File: src/source/board_pkg.sv
`default_nettype none

package board_pkg;

    // Joystick word widths
    localparam int JOY_W       = 10;  // Game side
    localparam int BOARD_JOY_W = 16;  // As delivered by the board

    // Button positions in a board joystick word
    // Each one moves up by one when the game has three buttons
    localparam int START1_BASE = 6;
    localparam int START2_BASE = 7;
    localparam int COIN_BASE   = 8;
    localparam int PAUSE_BASE  = 9;

    // Status word bits still in use
    localparam int STATUS_FLIP_BIT = 12;  // Screen flip, a change resets the game
    localparam int STATUS_ROT_BIT  = 13;  // Rotate the direction controls

    // Levels decoded from the keyboard
    typedef struct packed {
        logic [JOY_W-1:0] key_joy1;
        logic [JOY_W-1:0] key_joy2;
        logic [1:0]       key_start;
        logic [1:0]       key_coin;
        logic             key_reset;
        logic             key_pause;
        logic             key_service;
        logic [3:0]       key_gfx;   // One per graphics layer
    } key_bus_t;

    // Controls as the game core sees them
    typedef struct packed {
        logic [JOY_W-1:0] joystick1;
        logic [JOY_W-1:0] joystick2;
        logic [1:0]       coin;
        logic [1:0]       start;
        logic             service;
    } game_inputs_t;

    // 8-bit video towards the display side
    typedef struct packed {
        logic [7:0] r;
        logic [7:0] g;
        logic [7:0] b;
        logic       hs;
        logic       vs;
        logic       de;  // High outside blanking
    } video_out_t;

endpackage

`default_nettype wire

File: src/source/game_reset.sv
`default_nettype none

module game_reset #(
    parameter int RST_CNT_W = 8
) (
    input  logic clk_sys,
    input  logic rst,
    input  logic rst_req,
    input  logic downloading,
    input  logic soft_rst,
    input  logic dip_flip,
    output logic game_rst,
    output logic game_rst_n
);

    logic [RST_CNT_W-1:0] hold_cnt;
    logic                 last_flip;
    logic                 flip_change;
    logic                 trigger;
    logic                 pre_rst_n;

    assign flip_change = dip_flip != last_flip;

    // Any of these restarts the stretch
    assign trigger = rst | rst_req | downloading | soft_rst | flip_change;

    always_ff @(posedge clk_sys) begin
        last_flip <= dip_flip;
    end

    // Game reset stays high until the counter saturates
    always_ff @(posedge clk_sys) begin
        if (trigger) begin
            hold_cnt <= '0;
            game_rst <= 1'b1;
        end else if (hold_cnt != '1) begin
            hold_cnt <= hold_cnt + 1'b1;
            game_rst <= 1'b1;
        end else begin
            game_rst <= 1'b0;
        end
    end

    // Active-low copy, released two cycles after game_rst
    always_ff @(posedge clk_sys) begin
        if (rst || game_rst) begin
            pre_rst_n  <= 1'b0;
            game_rst_n <= 1'b0;
        end else begin
            pre_rst_n  <= 1'b1;
            game_rst_n <= pre_rst_n;
        end
    end

endmodule

`default_nettype wire

File: src/source/input_map.sv
`default_nettype none

module input_map #(
    parameter int unsigned THREE_BUTTONS     = 0,
    parameter bit          INPUTS_ACTIVE_LOW = 1'b1
) (
    input  logic                            clk_sys,
    input  logic                            rst,
    input  logic [board_pkg::BOARD_JOY_W-1:0] board_joystick1,
    input  logic [board_pkg::BOARD_JOY_W-1:0] board_joystick2,
    input  board_pkg::key_bus_t             keys,
    input  logic                            rot_control,
    output board_pkg::game_inputs_t         game_in,
    output logic                            joy_pause
);

    import board_pkg::*;

    localparam int START1_BIT = START1_BASE + THREE_BUTTONS;
    localparam int START2_BIT = START2_BASE + THREE_BUTTONS;
    localparam int COIN_BIT   = COIN_BASE + THREE_BUTTONS;
    localparam int PAUSE_BIT  = PAUSE_BASE + THREE_BUTTONS;

    // Idle value, doubles as the inversion mask
    localparam game_inputs_t INACTIVE = {$bits(game_inputs_t){INPUTS_ACTIVE_LOW}};

    logic [BOARD_JOY_W-1:0] joy1_sync;
    logic [BOARD_JOY_W-1:0] joy2_sync;
    game_inputs_t           merged;

    // Swaps the direction bits for rotated cabinets
    function automatic logic [JOY_W-1:0] rotate_dirs(
        input logic [JOY_W-1:0] joy,
        input logic             rot
    );
        rotate_dirs = joy;
        if (rot) begin
            rotate_dirs[3:0] = {joy[0], joy[1], joy[3], joy[2]};
        end
    endfunction

    // Board joysticks come from another domain
    always_ff @(posedge clk_sys) begin
        joy1_sync <= board_joystick1;
        joy2_sync <= board_joystick2;
    end

    assign joy_pause = joy1_sync[PAUSE_BIT] | joy2_sync[PAUSE_BIT];

    always_comb begin
        merged.joystick1 = rotate_dirs(joy1_sync[JOY_W-1:0] | keys.key_joy1, rot_control);
        merged.joystick2 = rotate_dirs(joy2_sync[JOY_W-1:0] | keys.key_joy2, rot_control);

        // Each player has a coin slot
        merged.coin = {joy2_sync[COIN_BIT], joy1_sync[COIN_BIT]} | keys.key_coin;

        // Either joystick may start either player
        merged.start = {joy1_sync[START2_BIT], joy1_sync[START1_BIT]}
                     | {joy2_sync[START2_BIT], joy2_sync[START1_BIT]}
                     | keys.key_start;

        merged.service = keys.key_service;  // Keyboard only
    end

    always_ff @(posedge clk_sys) begin
        if (rst) begin
            game_in <= INACTIVE;
        end else begin
            game_in <= merged ^ INACTIVE;  // Polarity as the core expects
        end
    end

endmodule

`default_nettype wire

File: src/source/ctrl_toggles.sv
`default_nettype none

module ctrl_toggles (
    input  logic                clk_sys,
    input  logic                rst,
    input  board_pkg::key_bus_t keys,
    input  logic                joy_pause,
    output logic                game_pause,
    output logic [3:0]          gfx_en,
    output logic                soft_rst
);

    logic       last_key_pause;
    logic       last_joy_pause;
    logic       last_key_reset;
    logic [3:0] last_gfx;
    logic       pause_hit;
    logic [3:0] gfx_hit;

    // Previous samples for edge detection
    always_ff @(posedge clk_sys) begin
        last_key_pause <= keys.key_pause;
        last_joy_pause <= joy_pause;
        last_key_reset <= keys.key_reset;
        last_gfx       <= keys.key_gfx;
    end

    // Either source may toggle pause
    assign pause_hit = (keys.key_pause & ~last_key_pause) | (joy_pause & ~last_joy_pause);

    assign gfx_hit = keys.key_gfx & ~last_gfx;

    always_ff @(posedge clk_sys) begin
        if (rst) begin
            game_pause <= 1'b0;
            gfx_en     <= 4'hf;  // All layers on
            soft_rst   <= 1'b0;
        end else begin
            // Single pulse per key press
            soft_rst <= keys.key_reset & ~last_key_reset;

            if (pause_hit) begin
                game_pause <= ~game_pause;
            end

            gfx_en <= gfx_en ^ gfx_hit;  // Each layer flips on its own key
        end
    end

endmodule

`default_nettype wire

File: src/source/color_expand.sv
`default_nettype none

module color_expand #(
    parameter int COLORW = 4
) (
    input  logic                  clk_sys,
    input  logic                  rst,
    input  logic [COLORW-1:0]     game_r,
    input  logic [COLORW-1:0]     game_g,
    input  logic [COLORW-1:0]     game_b,
    input  logic                  LHBL,
    input  logic                  LVBL,
    input  logic                  hs,
    input  logic                  vs,
    output board_pkg::video_out_t video
);

    logic [7:0] r_q;
    logic [7:0] g_q;
    logic [7:0] b_q;
    logic       hs_q;
    logic       vs_q;
    logic       de_q;

    // Repeats the channel from its MSB down until 8 bits are filled
    function automatic logic [7:0] extend8(input logic [COLORW-1:0] c);
        for (int i = 0; i < 8; i++) begin
            extend8[7-i] = c[COLORW-1-(i % COLORW)];
        end
    endfunction

    always_ff @(posedge clk_sys) begin
        r_q <= extend8(game_r);
        g_q <= extend8(game_g);
        b_q <= extend8(game_b);
    end

    always_ff @(posedge clk_sys) begin
        if (rst) begin
            hs_q <= 1'b0;
            vs_q <= 1'b0;
            de_q <= 1'b0;
        end else begin
            hs_q <= hs;
            vs_q <= vs;
            de_q <= LHBL & LVBL;  // Blanking signals are active low
        end
    end

    always_comb begin
        video.r  = r_q;
        video.g  = g_q;
        video.b  = b_q;
        video.hs = hs_q;
        video.vs = vs_q;
        video.de = de_q;
    end

endmodule

`default_nettype wire

File: src/source/board_top.sv
`default_nettype none

module board_top #(
    parameter int unsigned THREE_BUTTONS     = 0,
    parameter bit          INPUTS_ACTIVE_LOW = 1'b1,
    parameter int          COLORW            = 4,
    parameter int          RST_CNT_W         = 8
) (
    input  logic                              clk_sys,
    input  logic                              rst,
    input  logic                              rst_req,
    input  logic                              downloading,
    input  logic [board_pkg::BOARD_JOY_W-1:0] board_joystick1,
    input  logic [board_pkg::BOARD_JOY_W-1:0] board_joystick2,
    input  board_pkg::key_bus_t               keys,
    input  logic [31:0]                       status,
    input  logic [COLORW-1:0]                 game_r,
    input  logic [COLORW-1:0]                 game_g,
    input  logic [COLORW-1:0]                 game_b,
    input  logic                              LHBL,
    input  logic                              LVBL,
    input  logic                              hs,
    input  logic                              vs,
    output board_pkg::game_inputs_t           game_in,
    output logic                              game_pause,
    output logic [3:0]                        gfx_en,
    output logic                              game_rst,
    output logic                              game_rst_n,
    output board_pkg::video_out_t             video
);

    import board_pkg::*;

    logic dip_flip;
    logic rot_control;
    logic joy_pause;   // Pause request from either joystick
    logic soft_rst;

    assign dip_flip    = status[STATUS_FLIP_BIT];
    assign rot_control = status[STATUS_ROT_BIT];

    game_reset #(
        .RST_CNT_W (RST_CNT_W)
    ) i_game_reset (
        .clk_sys     (clk_sys),
        .rst         (rst),
        .rst_req     (rst_req),
        .downloading (downloading),
        .soft_rst    (soft_rst),
        .dip_flip    (dip_flip),
        .game_rst    (game_rst),
        .game_rst_n  (game_rst_n)
    );

    input_map #(
        .THREE_BUTTONS     (THREE_BUTTONS),
        .INPUTS_ACTIVE_LOW (INPUTS_ACTIVE_LOW)
    ) i_input_map (
        .clk_sys         (clk_sys),
        .rst             (rst),
        .board_joystick1 (board_joystick1),
        .board_joystick2 (board_joystick2),
        .keys            (keys),
        .rot_control     (rot_control),
        .game_in         (game_in),
        .joy_pause       (joy_pause)
    );

    ctrl_toggles i_ctrl_toggles (
        .clk_sys    (clk_sys),
        .rst        (rst),
        .keys       (keys),
        .joy_pause  (joy_pause),
        .game_pause (game_pause),
        .gfx_en     (gfx_en),
        .soft_rst   (soft_rst)
    );

    color_expand #(
        .COLORW (COLORW)
    ) i_color_expand (
        .clk_sys (clk_sys),
        .rst     (rst),
        .game_r  (game_r),
        .game_g  (game_g),
        .game_b  (game_b),
        .LHBL    (LHBL),
        .LVBL    (LVBL),
        .hs      (hs),
        .vs      (vs),
        .video   (video)
    );

endmodule

`default_nettype wire

File: config.mk
export PLATFORM = sky130hd
export DESIGN_NAME = board_top
export DESIGN_NICKNAME = d
export VERILOG_FILES = /design/src/source/board_pkg.sv /design/src/source/game_reset.sv /design/src/source/input_map.sv /design/src/source/ctrl_toggles.sv /design/src/source/color_expand.sv /design/src/source/board_top.sv
export SDC_FILE = /design/constraint.sdc
export NUM_CORES = 1
export LEC_CHECK = 0
export BUFFER_PORTS_ARGS = -buffer_cell sky130_fd_sc_hd__clkbuf_2
export CORE_MARGIN = 2
export CORE_UTILIZATION = 25
export DETAILED_ROUTE_END_ITERATION = 10
export GPL_TIMING_DRIVEN = 0
export PLACE_DENSITY = 0.62
export SLEW_MARGIN = 20
export SYNTH_ARGS = -nofsm -noshare
export SYNTH_HDL_FRONTEND = slang
export SYNTH_SLANG_ARGS = --single-unit
File: constraint.sdc
create_clock -name clk_sys -period 2.25 [get_ports clk_sys]
set_clock_uncertainty 0.15 [all_clocks]
set_input_delay 0.3375 -clock clk_sys [delete_from_list [all_inputs] [get_ports clk_sys]]
set_output_delay 0.3375 -clock clk_sys [all_outputs]
set_load 0.005 [all_outputs]
==> key figures, run 1 <==
Status
  – Status: finished, final reports clean

Worst setup path
  – Slowest stage delay, CP: 530 ps
  – Critical path, cell by cell: dlygate4sd3_1 -> clkbuf_2 -> xnor2_1 -> nand2_4 -> nor3_1
  – CP startpoint kind: primary input
  – Max Fanout on Critical Path: 6
  – Crit-path leading delay family: buffers and inverters
  – Setup CP Type: in -> reg
  – WP data arrival: 1850 ps
  – CP Buf/Inv Count: 2
  – FF-to-FF path depth: 4
  – Critical Path RT: 2370 ps
  – Crit end category: flop
  – Levels on crit path: 5
  – Slowest cell on crit path: dlygate4sd3_1

GRT
  – GR peak layer: met2
  – Met1 usage in global routing: 12.7%
  – Antenna violations before repair: 0
  – M3 GR Usage: 3.81%
  – Vias in the first global route: 2134
  – Total track usage: 11.6%
  – Met2 Usage GRT: 20.1%
  – First-pass GRT wire length: 9930 um
  – GRT overflow: 0
  – Largest net degree at the start of global routing: 15

Synth
  – Ys Warns: 0
  – Async set or reset register ratio after synthesis: 0%
  – Top cell type's share of synthesized area: 66.5%
  – Syn_area_per_cell: 12.0 um2
  – Synth top area cells: dfxtp_1 67%, buf_4 4.4%, o21bai_1 4.1%, nand2b_1 2.2%, nor3_1 2.2%
  – Post-synth EDFFs: 0
  – Syn_nets: 330
  – FF+latch count, synth: 85
  – Cell area after synthesis: 0.00256 mm2
  – Post-synth top cells: 85 x dfxtp_1, 15 x buf_4, 14 x o21bai_1
  – Post-synth cell types: 34
  – Register area share after synthesis: 66.5%
  – Leading area contributor after synthesis: dfxtp_1
  – Ys flop type: dfxtp_1
  – Count leader, synth: dfxtp_1
  – Cells after Synth: 214

Layout
  – Synthesis-to-layout area growth: 59.6%
  – Final core utilization: 41.4%
  – Ratio of cells with drive above 1 in the final layout: 41.1%
  – Layout fillers: 949
  – Multi-input logic area: 712 um2
  – N_diodes: 0
  – Non-Filler Instances: 542
  – Reg area: 0.00170 mm2
  – Final net count: 520

Timing
  – Setup Viol. Count Final: 0
  – Final hold violations: 0
  – Worst Tran Pin Value: 615 ps
  – RSZ-0062 raised after global routing: false
  – Slew Limit Headroom: 58.7%
  – Final count of pins violating max slew: 0
  – Fin crit share: 76.8%
  – Max Freq: 0.579 GHz
  – Final min period: 1730 ps
  – Setup TNS: 0 ps

Drt
  – Antenna-violating nets left: 0
  – WL per Instance: 11.5 um
  – DR iter-0 viols: 75
  – Remaining DRCs: 0
  – DR vias: 2143
  – Vias/cell: 3.95
  – Routed Wire Length: 6210 um
  – Drt pass-1 iters: 4

Power
  – Switching Share: 21.9%
  – Internal: 0.00241 W
  – Comb pwr share: 9.9%
  – LEAKAGE: 1.88 nW
  – P_sw: 0.000678 W
  – Worst vdd ir: 0.279 mV
  – Clock power share: 37.8%
  – Reg power frac: 52.3%
  – Power Density: 757 mW/mm2

Place
  – DP Cell Count: 477
  – Final HPWL DP: 4500 um
  – I/O Buffers: 130
  – Final Wtd Congestion: 0.750

Floorplanning
  – Full die area: 0.0111 mm2
  – Row count: 36
  – CORE AREA: 0.00986 mm2
  – Initial core utilization: 25.9%
  – Die outline height: 105 um
  – Top Ports: 174
  – Die Span X: 105 um

Clocking
  – Clk pin slew, worst setup/hold paths: 90 ps
  – H-tree depth: 3
  – Clock insertion delay at the later pin of the skew report: 350 ps
  – Clock buffer depth: 2
  – Num Clock Sinks: 85
  – Clock root buffer: clkbuf_8
  – CTS Buf Count: 9
  – Postcts setup bufs: 0
  – CTS tree: done

Worst hold path
  – Hold Path Cell Cnt: 2
  – Worst min-delay path class: in -> reg

Run
  – Max-Cap Viols: 0
-- worst reg2reg max path, delay by kind of cell (launching register included) --
family | cells | cell delay, ps
simple gates | 1 | 250
fa+ha+maj | 1 | 260
flops | 1 | 350
mux | 1 | 210
compound gates | 1 | 310
-- power groups by stage --
stage / combinational (W) / clock [W] / sequential [W]
final: 0.000306 / 0.00117 / 0.00162
after global routing: 0.000340 / 0.00129 / 0.00163
after detailed placement: 0.000243 / 0 / 0.00165
after global placement: 0.000239 / 0 / 0.00165
after CTS: 0.000311 / 0.00122 / 0.00162
after floorplan: 0.0000909 / 0 / 0.00165
-- final timing paths --
| check | slack (ps) | from | endpoint |
|---|---|---|---|
| max | 520 | status[12] | i_game_reset.hold_cnt[4] |
| min | 30 | keys[18] | i_input_map.game_in[12] |
| max reg2reg | 650 | i_game_reset.hold_cnt[0] | i_game_reset.hold_cnt[5] |
| min reg2reg | 250 | i_ctrl_toggles.last_key_reset | i_ctrl_toggles.soft_rst |
-- sequential cells by signal (all words and copies together) (netlist names), 4 cells and up --
register	cells
i_color_expand.b_q	4
i_color_expand.g_q	4
i_color_expand.r_q	4
i_ctrl_toggles.gfx_en	4
i_ctrl_toggles.last_gfx	4
i_game_reset.hold_cnt	8
i_input_map.game_in	25
i_input_map.joy1_sync	10
i_input_map.joy2_sync	10
-- cell type report --
cell class / instances / share of cell area, %
Timing Repair Buffer: 179 / 28.0
Clock buffer: 11 / 3.22
Buffer: 21 / 3.53
Clock inverter: 5 / 2.08
Tap cell: 133 / 4.08
Sequential cell: 85 / 41.7
Multi-Input combinational cell: 108 / 17.4
-- placed cells by master (no fill, tap or decap), types with 6 or more instances in the layout --
master and n:
nand2b_1 9, nor3_1 11, nor2_1 8, clkbuf_1 6, o21ai_0 10, buf_4 15, clkbuf_2 130, dfxtp_1 85
clkbuf_8 9, o21bai_1 14, dlygate4sd3_1 49
-- kinds of logic (layout without fill, tap and decap cells) --
group,after synthesis,count (layout),synth area share [%]
buffers and inverters,21,216,5.63
XOR/XNOR,5,5,1.71
AND/OR/NAND/NOR,62,62,14.8
AO/OA/AOI/OAI,38,38,10.0
flip-flops,85,85,66.5
multiplexers,2,2,0.783
adder cells (fa/ha/maj),1,1,0.489
-- stage by stage --
stage	cell area, um2	power [W]	hold WS [ps]	worst slack (ps)
2_1_floorplan	2560	0.00174	215	796
3_3_place_gp	3370	0.00189	229	714
3_5_place_dp	3370	0.00190	244	675
4_1_cts	4070	0.00314	5.64	541
5_1_grt	4080	0.00325	19.7	416
6_report	4080	0.00309	26.1	523
-- metal layers --
| metal | vias up | share of wire (%) |
|---|---|---|
| li1 | 1098 | - |
| met1 | 946 | 43 |
| met2 | 90 | 49 |
| met3 | 9 | 7.1 |
| met4 | 0 | 1.6 |
| met5 | - | 0 |
-- timing repair --
action	4_1_cts	5_1_grt
hold endpoints to repair	48	1
endpoints found under the setup margin	0	0
hold buffers	48	1
gates resized for setup	0	0
(Power assumes the default switching activity.)
==> run 2: changes to the inputs <==
--- a/config.mk
+++ b/config.mk
@@ -5,6 +5,7 @@
 export SDC_FILE = /design/constraint.sdc
 export NUM_CORES = 1
 export LEC_CHECK = 0
+export ABC_AREA = 1
 export BUFFER_PORTS_ARGS = -buffer_cell sky130_fd_sc_hd__clkbuf_2
 export CORE_MARGIN = 2
 export CORE_UTILIZATION = 25
==> constraint.sdc (replaced) <==
create_clock -name clk_sys -period 1.6 [get_ports clk_sys]
set_clock_uncertainty 0.15 [all_clocks]
set_input_delay 0.24 -clock clk_sys [delete_from_list [all_inputs] [get_ports clk_sys]]
set_output_delay 0.24 -clock clk_sys [all_outputs]
set_load 0.005 [all_outputs]
==> run 2 against run 1 <==
Setup slack got worse by 410 ps; via count rose by 7.3%; core utilization rose by 1.8 points; die area fell by 1.2%; sequential power rose by 40%; register-to-register slack got worse by 410 ps; non-clock buffer count rose by 15; combinational power rose by 42%; critical path type unchanged; critical endpoint is now i_game_reset.hold_cnt[1].
==> key figures, run 2 <==
Floorplanning
  – Initial core utilization: 25.8% (-0.094 points)
  – CORE AREA: 0.00977 mm2 (-0.91%)
  – Top Ports: 174 (unchanged)
  – Die Span X: 104 um (-0.61%)
  – Row count: 36 (unchanged)
  – Die outline height: 104 um (-0.61%)
  – Full die area: 0.0109 mm2 (-1.2%)

Worst hold path
  – Worst min-delay path class: in -> reg
  – Hold EP: i_input_map.game_in[8]
  – Hold Crit Start: keys[11]
  – Hold Path Cell Cnt: 4 (+2)

Clocking
  – Num Clock Sinks: 85 (unchanged)
  – Clock insertion delay at the later pin of the skew report: 330 ps (-20 ps)
  – Clk pin slew, worst setup/hold paths: 80 ps (about the same)
  – CTS tree: done
  – Clock root buffer: clkbuf_8
  – Clock buffer depth: 2 (unchanged)
  – CTS Buf Count: 9 (unchanged)
  – H-tree depth: 3 (unchanged)

Place
  – Final HPWL DP: 4240 um (-5.6%)
  – I/O Buffers: 130 (unchanged)
  – Dpl ws: 214 ps (-461 ps)
  – Final Wtd Congestion: 0.749 (-0.15%)

Synth
  – Post-synthesis simple-gate area fraction: 14.1% (-0.70 points)
  – Mux cell area share after synthesis: 0% (-0.78 points)
  – FF+latch count, synth: 85 (unchanged)
  – Cell area after synthesis: 0.00252 mm2 (-1.3%)
  – Ys Warns: 0 (unchanged)
  – Ys flop type: dfxtp_1
  – Top cell type's share of synthesized area: 67.4% (+0.86 points)
  – Post-synth EDFFs: 0 (unchanged)
  – Post-synth top cells: 85 x dfxtp_1, 24 x inv_1, 21 x nand2_1, 21 x nor2_1, 18 x o21ai_0
  – Async set or reset register ratio after synthesis: 0% (unchanged)
  – Syn_nets: 356 (+7.9%)
  – Synth Area in Adders: 0.496% (+0.0063 points)
  – Largest family of logic cells by synthesized area: simple AND/OR/NAND/NOR gates
  – Synth top area cells: dfxtp_1 67%, buf_4 4.5%, o21ai_0 3.6%, inv_1 3.6%, nand2_1 3.1%
  – Syn_area_per_cell: 10.5 um2 (-12%)
  – Synth Area in Compound Gates: 8.18% (-1.9 points)
  – Register area share after synthesis: 67.4% (+0.86 points)
  – Post-synth cell types: 26 (-24%)
  – Count leader, synth: dfxtp_1
  – Cells after Synth: 240 (+12%)
  – XOR/XNOR Fraction of Synth Area: 0.694% (-1.0 points)
  – Leading area contributor after synthesis: dfxtp_1

Worst setup path
  – FF-to-FF Start: i_game_reset.hold_cnt[1]
  – CP dominant cell by count: nor2_1
  – Register-to-register path setup slack: 240 ps (-410 ps)
  – Crit-path leading delay family: buffers and inverters
  – Setup CP Type: in -> reg
  – Max Fanout on Critical Path: 9 (+3)
  – Slowest cell on crit path: dlygate4sd3_1
  – Critical path, cell by cell: dlygate4sd3_1 -> clkbuf_2 -> nor2_1 -> nand2_1 -> nor2_4 -> o21ai_1 -> nor2_1
  – Critical Path RT: 1720 ps (-650 ps)
  – Crit end category: flop
  – CP Buf/Inv Count: 2 (unchanged)
  – WP data arrival: 1600 ps (-250 ps)
  – CP startpoint kind: primary input
  – RR Endpoint: i_game_reset.hold_cnt[3]
  – Slowest stage delay, CP: 540 ps (about the same)
  – FF-to-FF path depth: 8 (+4)

Power
  – Worst vdd ir: 0.431 mV (+54%)
  – Overall Power: 0.00432 W (+40%)
  – Switching Share: 21.7% (-0.24 points)
  – LEAKAGE: 2.03 nW (+8.0%)
  – Reg power frac: 52.5% (+0.2 points)
  – Internal: 0.00338 W (+40%)
  – Comb pwr share: 10.1% (+0.2 points)
  – Clock power share: 37.4% (-0.4 points)
  – Power Density: 1020 mW/mm2 (+35%)
  – P_sw: 0.000938 W (+38%)

Layout
  – Most frequent cells in the layout: 131 x clkbuf_2, 85 x dfxtp_1, 66 x dlygate4sd3_1, 24 x inv_1
  – Ratio of cells with drive above 1 in the final layout: 38.1% (-2.9 points)
  – Synthesis-to-layout area growth: 67.0%
  – Most flops, register: i_input_map.game_in
  – Final net count: 563 (+8.3%)
  – Leading cell type in the layout, fill and taps excluded: clkbuf_2
  – Layout fillers: 924 (-2.6%)
  – Multi-input logic area: 593 um2 (-17%)
  – Largest regs: i_input_map.game_in: 25 flops, i_input_map.joy1_sync: 10 flops, i_input_map.joy2_sync: 10 flops
  – N_diodes: 0 (unchanged)
  – Max FFs per register: 25 (unchanged)
  – Reg area: 0.00170 mm2 (unchanged)
  – Final core utilization: 43.2% (+1.8 points)

GRT
  – Total track usage: 12.1% (+0.54 points)
  – Antenna violations before repair: 0 (unchanged)
  – First-pass GRT wire length: 10700 um (+7.4%)
  – Largest net degree at the start of global routing: 15 (unchanged)
  – GRT overflow: 0 (unchanged)
  – Vias in the first global route: 2417 (+13%)

Drt
  – DR vias: 2299 (+7.3%)
  – WL per Instance: 10.8 um (-5.4%)
  – Drt pass-1 iters: 4 (unchanged)
  – DR iter-0 viols: 31 (-59%)
  – Remaining DRCs: 0 (unchanged)
  – Routed Wire Length: 6330 um (+2.0%)
  – Vias/cell: 3.94 (-0.44%)
  – Antenna-violating nets left: 0 (unchanged)

Timing
  – RSZ-0062 raised after global routing: false
  – Final hold violations: 0 (unchanged)
  – Final count of pins violating max slew: 0 (unchanged)
  – Slew Limit Headroom: 76.5% (+18 points)
  – Setup ws final: 113 ps (-409 ps)
  – Fin crit share: 92.9%
  – Worst Tran Pin Value: 348 ps (-267 ps)
  – Max Freq: 0.673 GHz
  – Setup Viol. Count Final: 0 (unchanged)
  – Final min period: 1490 ps
  – Setup TNS: 0 ps (unchanged)

Status
  – Status: finished, final reports clean

Run
  – Max-Cap Viols: 0 (unchanged)
## run 2: cell count changes in the layout (fill, tap and decap cells not counted), sizes merged, moves of 9 or more
cell	previous run	this run
nor2	8	25
nand2b	9	0
dlygate4sd3	49	66
nand2	4	24
o21bai	14	0
inv	0	25
o21ai	10	21
## run 2: stage by stage
stage | hold WS (ps) | cells | instance area [um2]
final | 49.7 | 584 | 4220
after global routing | 44.4 | 584 | 4220
after CTS | 27.1 | 584 | 4220
after detailed placement | 194 | 503 | 3340
after global placement | 192 | 503 | 3340
after floorplan | 118 | 240 | 2520
## run 2: power by group through the flow
| stage | logic (W) | registers, W | clock network, W |
|---|---|---|---|
| 4_1_cts | 0.000435 | 0.00227 | 0.00169 |
| 3_5_place_dp | 0.000307 | 0.00232 | 0 |
| 6_report | 0.000436 | 0.00227 | 0.00162 |
| 2_1_floorplan | 0.000103 | 0.00232 | 0 |
| 5_1_grt | 0.000483 | 0.00228 | 0.00177 |
| 3_3_place_gp | 0.000302 | 0.00232 | 0 |
## run 2: area by class of cell
class                           instances  area share [%]
Timing Repair Buffer                  196            31.1
Tap cell                              133            3.95
Multi-Input combinational cell        110            14.1
Inverter                               26            2.34
Buffer                                 19            3.14
Sequential cell                        85            40.3
Clock buffer                           10            3.03
Clock inverter                          5            2.05
## run 2: worst register-to-register path: stages, from the launching register on
cell	delay, ps
dfxtp_1	380
ha_1	220
nand2_2	90
nor2_4	130
nand2_4	110
nand2_2	70
nand2_1	50
nand2_1	50
nor2_1	30
## run 2: timing repair
item                                    4_1_cts  5_1_grt
buffers inserted                              0        0
endpoints found under the hold margin        66        0
hold buffers                                 66        0
endpoints found under the setup margin        0       10
resized for setup                             0        2
## run 2: cells by family (layout without fill, tap and decap cells)
logic type | after synthesis | in the layout
buf+inv | 45 | 256
compound gates | 34 | 34
xor+xnor | 2 | 2
simple gates | 73 | 73
flops | 85 | 85
fa+ha+maj | 1 | 1
## run 2: per-layer routing
metal | wire [um] | vias up | global-route usage, % | part of all wire, %
met5 | 0 | - | 0 | 0
met3 | 569 | 8 | 5.14 | 9.0
li1 | - | 1173 | - | -
met2 | 3060 | 105 | 21.0 | 48
met1 | 2620 | 1013 | 13.4 | 41
met4 | 87 | 0 | 3.86 | 1.4
## run 2: how the worst max path moves through the flow
| stage | start | to | slack, ps | depth (start not counted) |
|---|---|---|---|---|
| after global placement | rst | i_input_map.game_in[21] | 210 | 4 |
| final | rst | i_game_reset.hold_cnt[1] | 110 | 7 |
| after floorplan | i_game_reset.hold_cnt[0] | i_game_reset.hold_cnt[3] | 330 | 8 |
| after CTS | rst | i_input_map.game_in[21] | 10 | 5 |
| after detailed placement | rst | i_input_map.game_in[21] | 210 | 4 |
| after global routing | rst | i_game_reset.hold_cnt[1] | 10 | 7 |
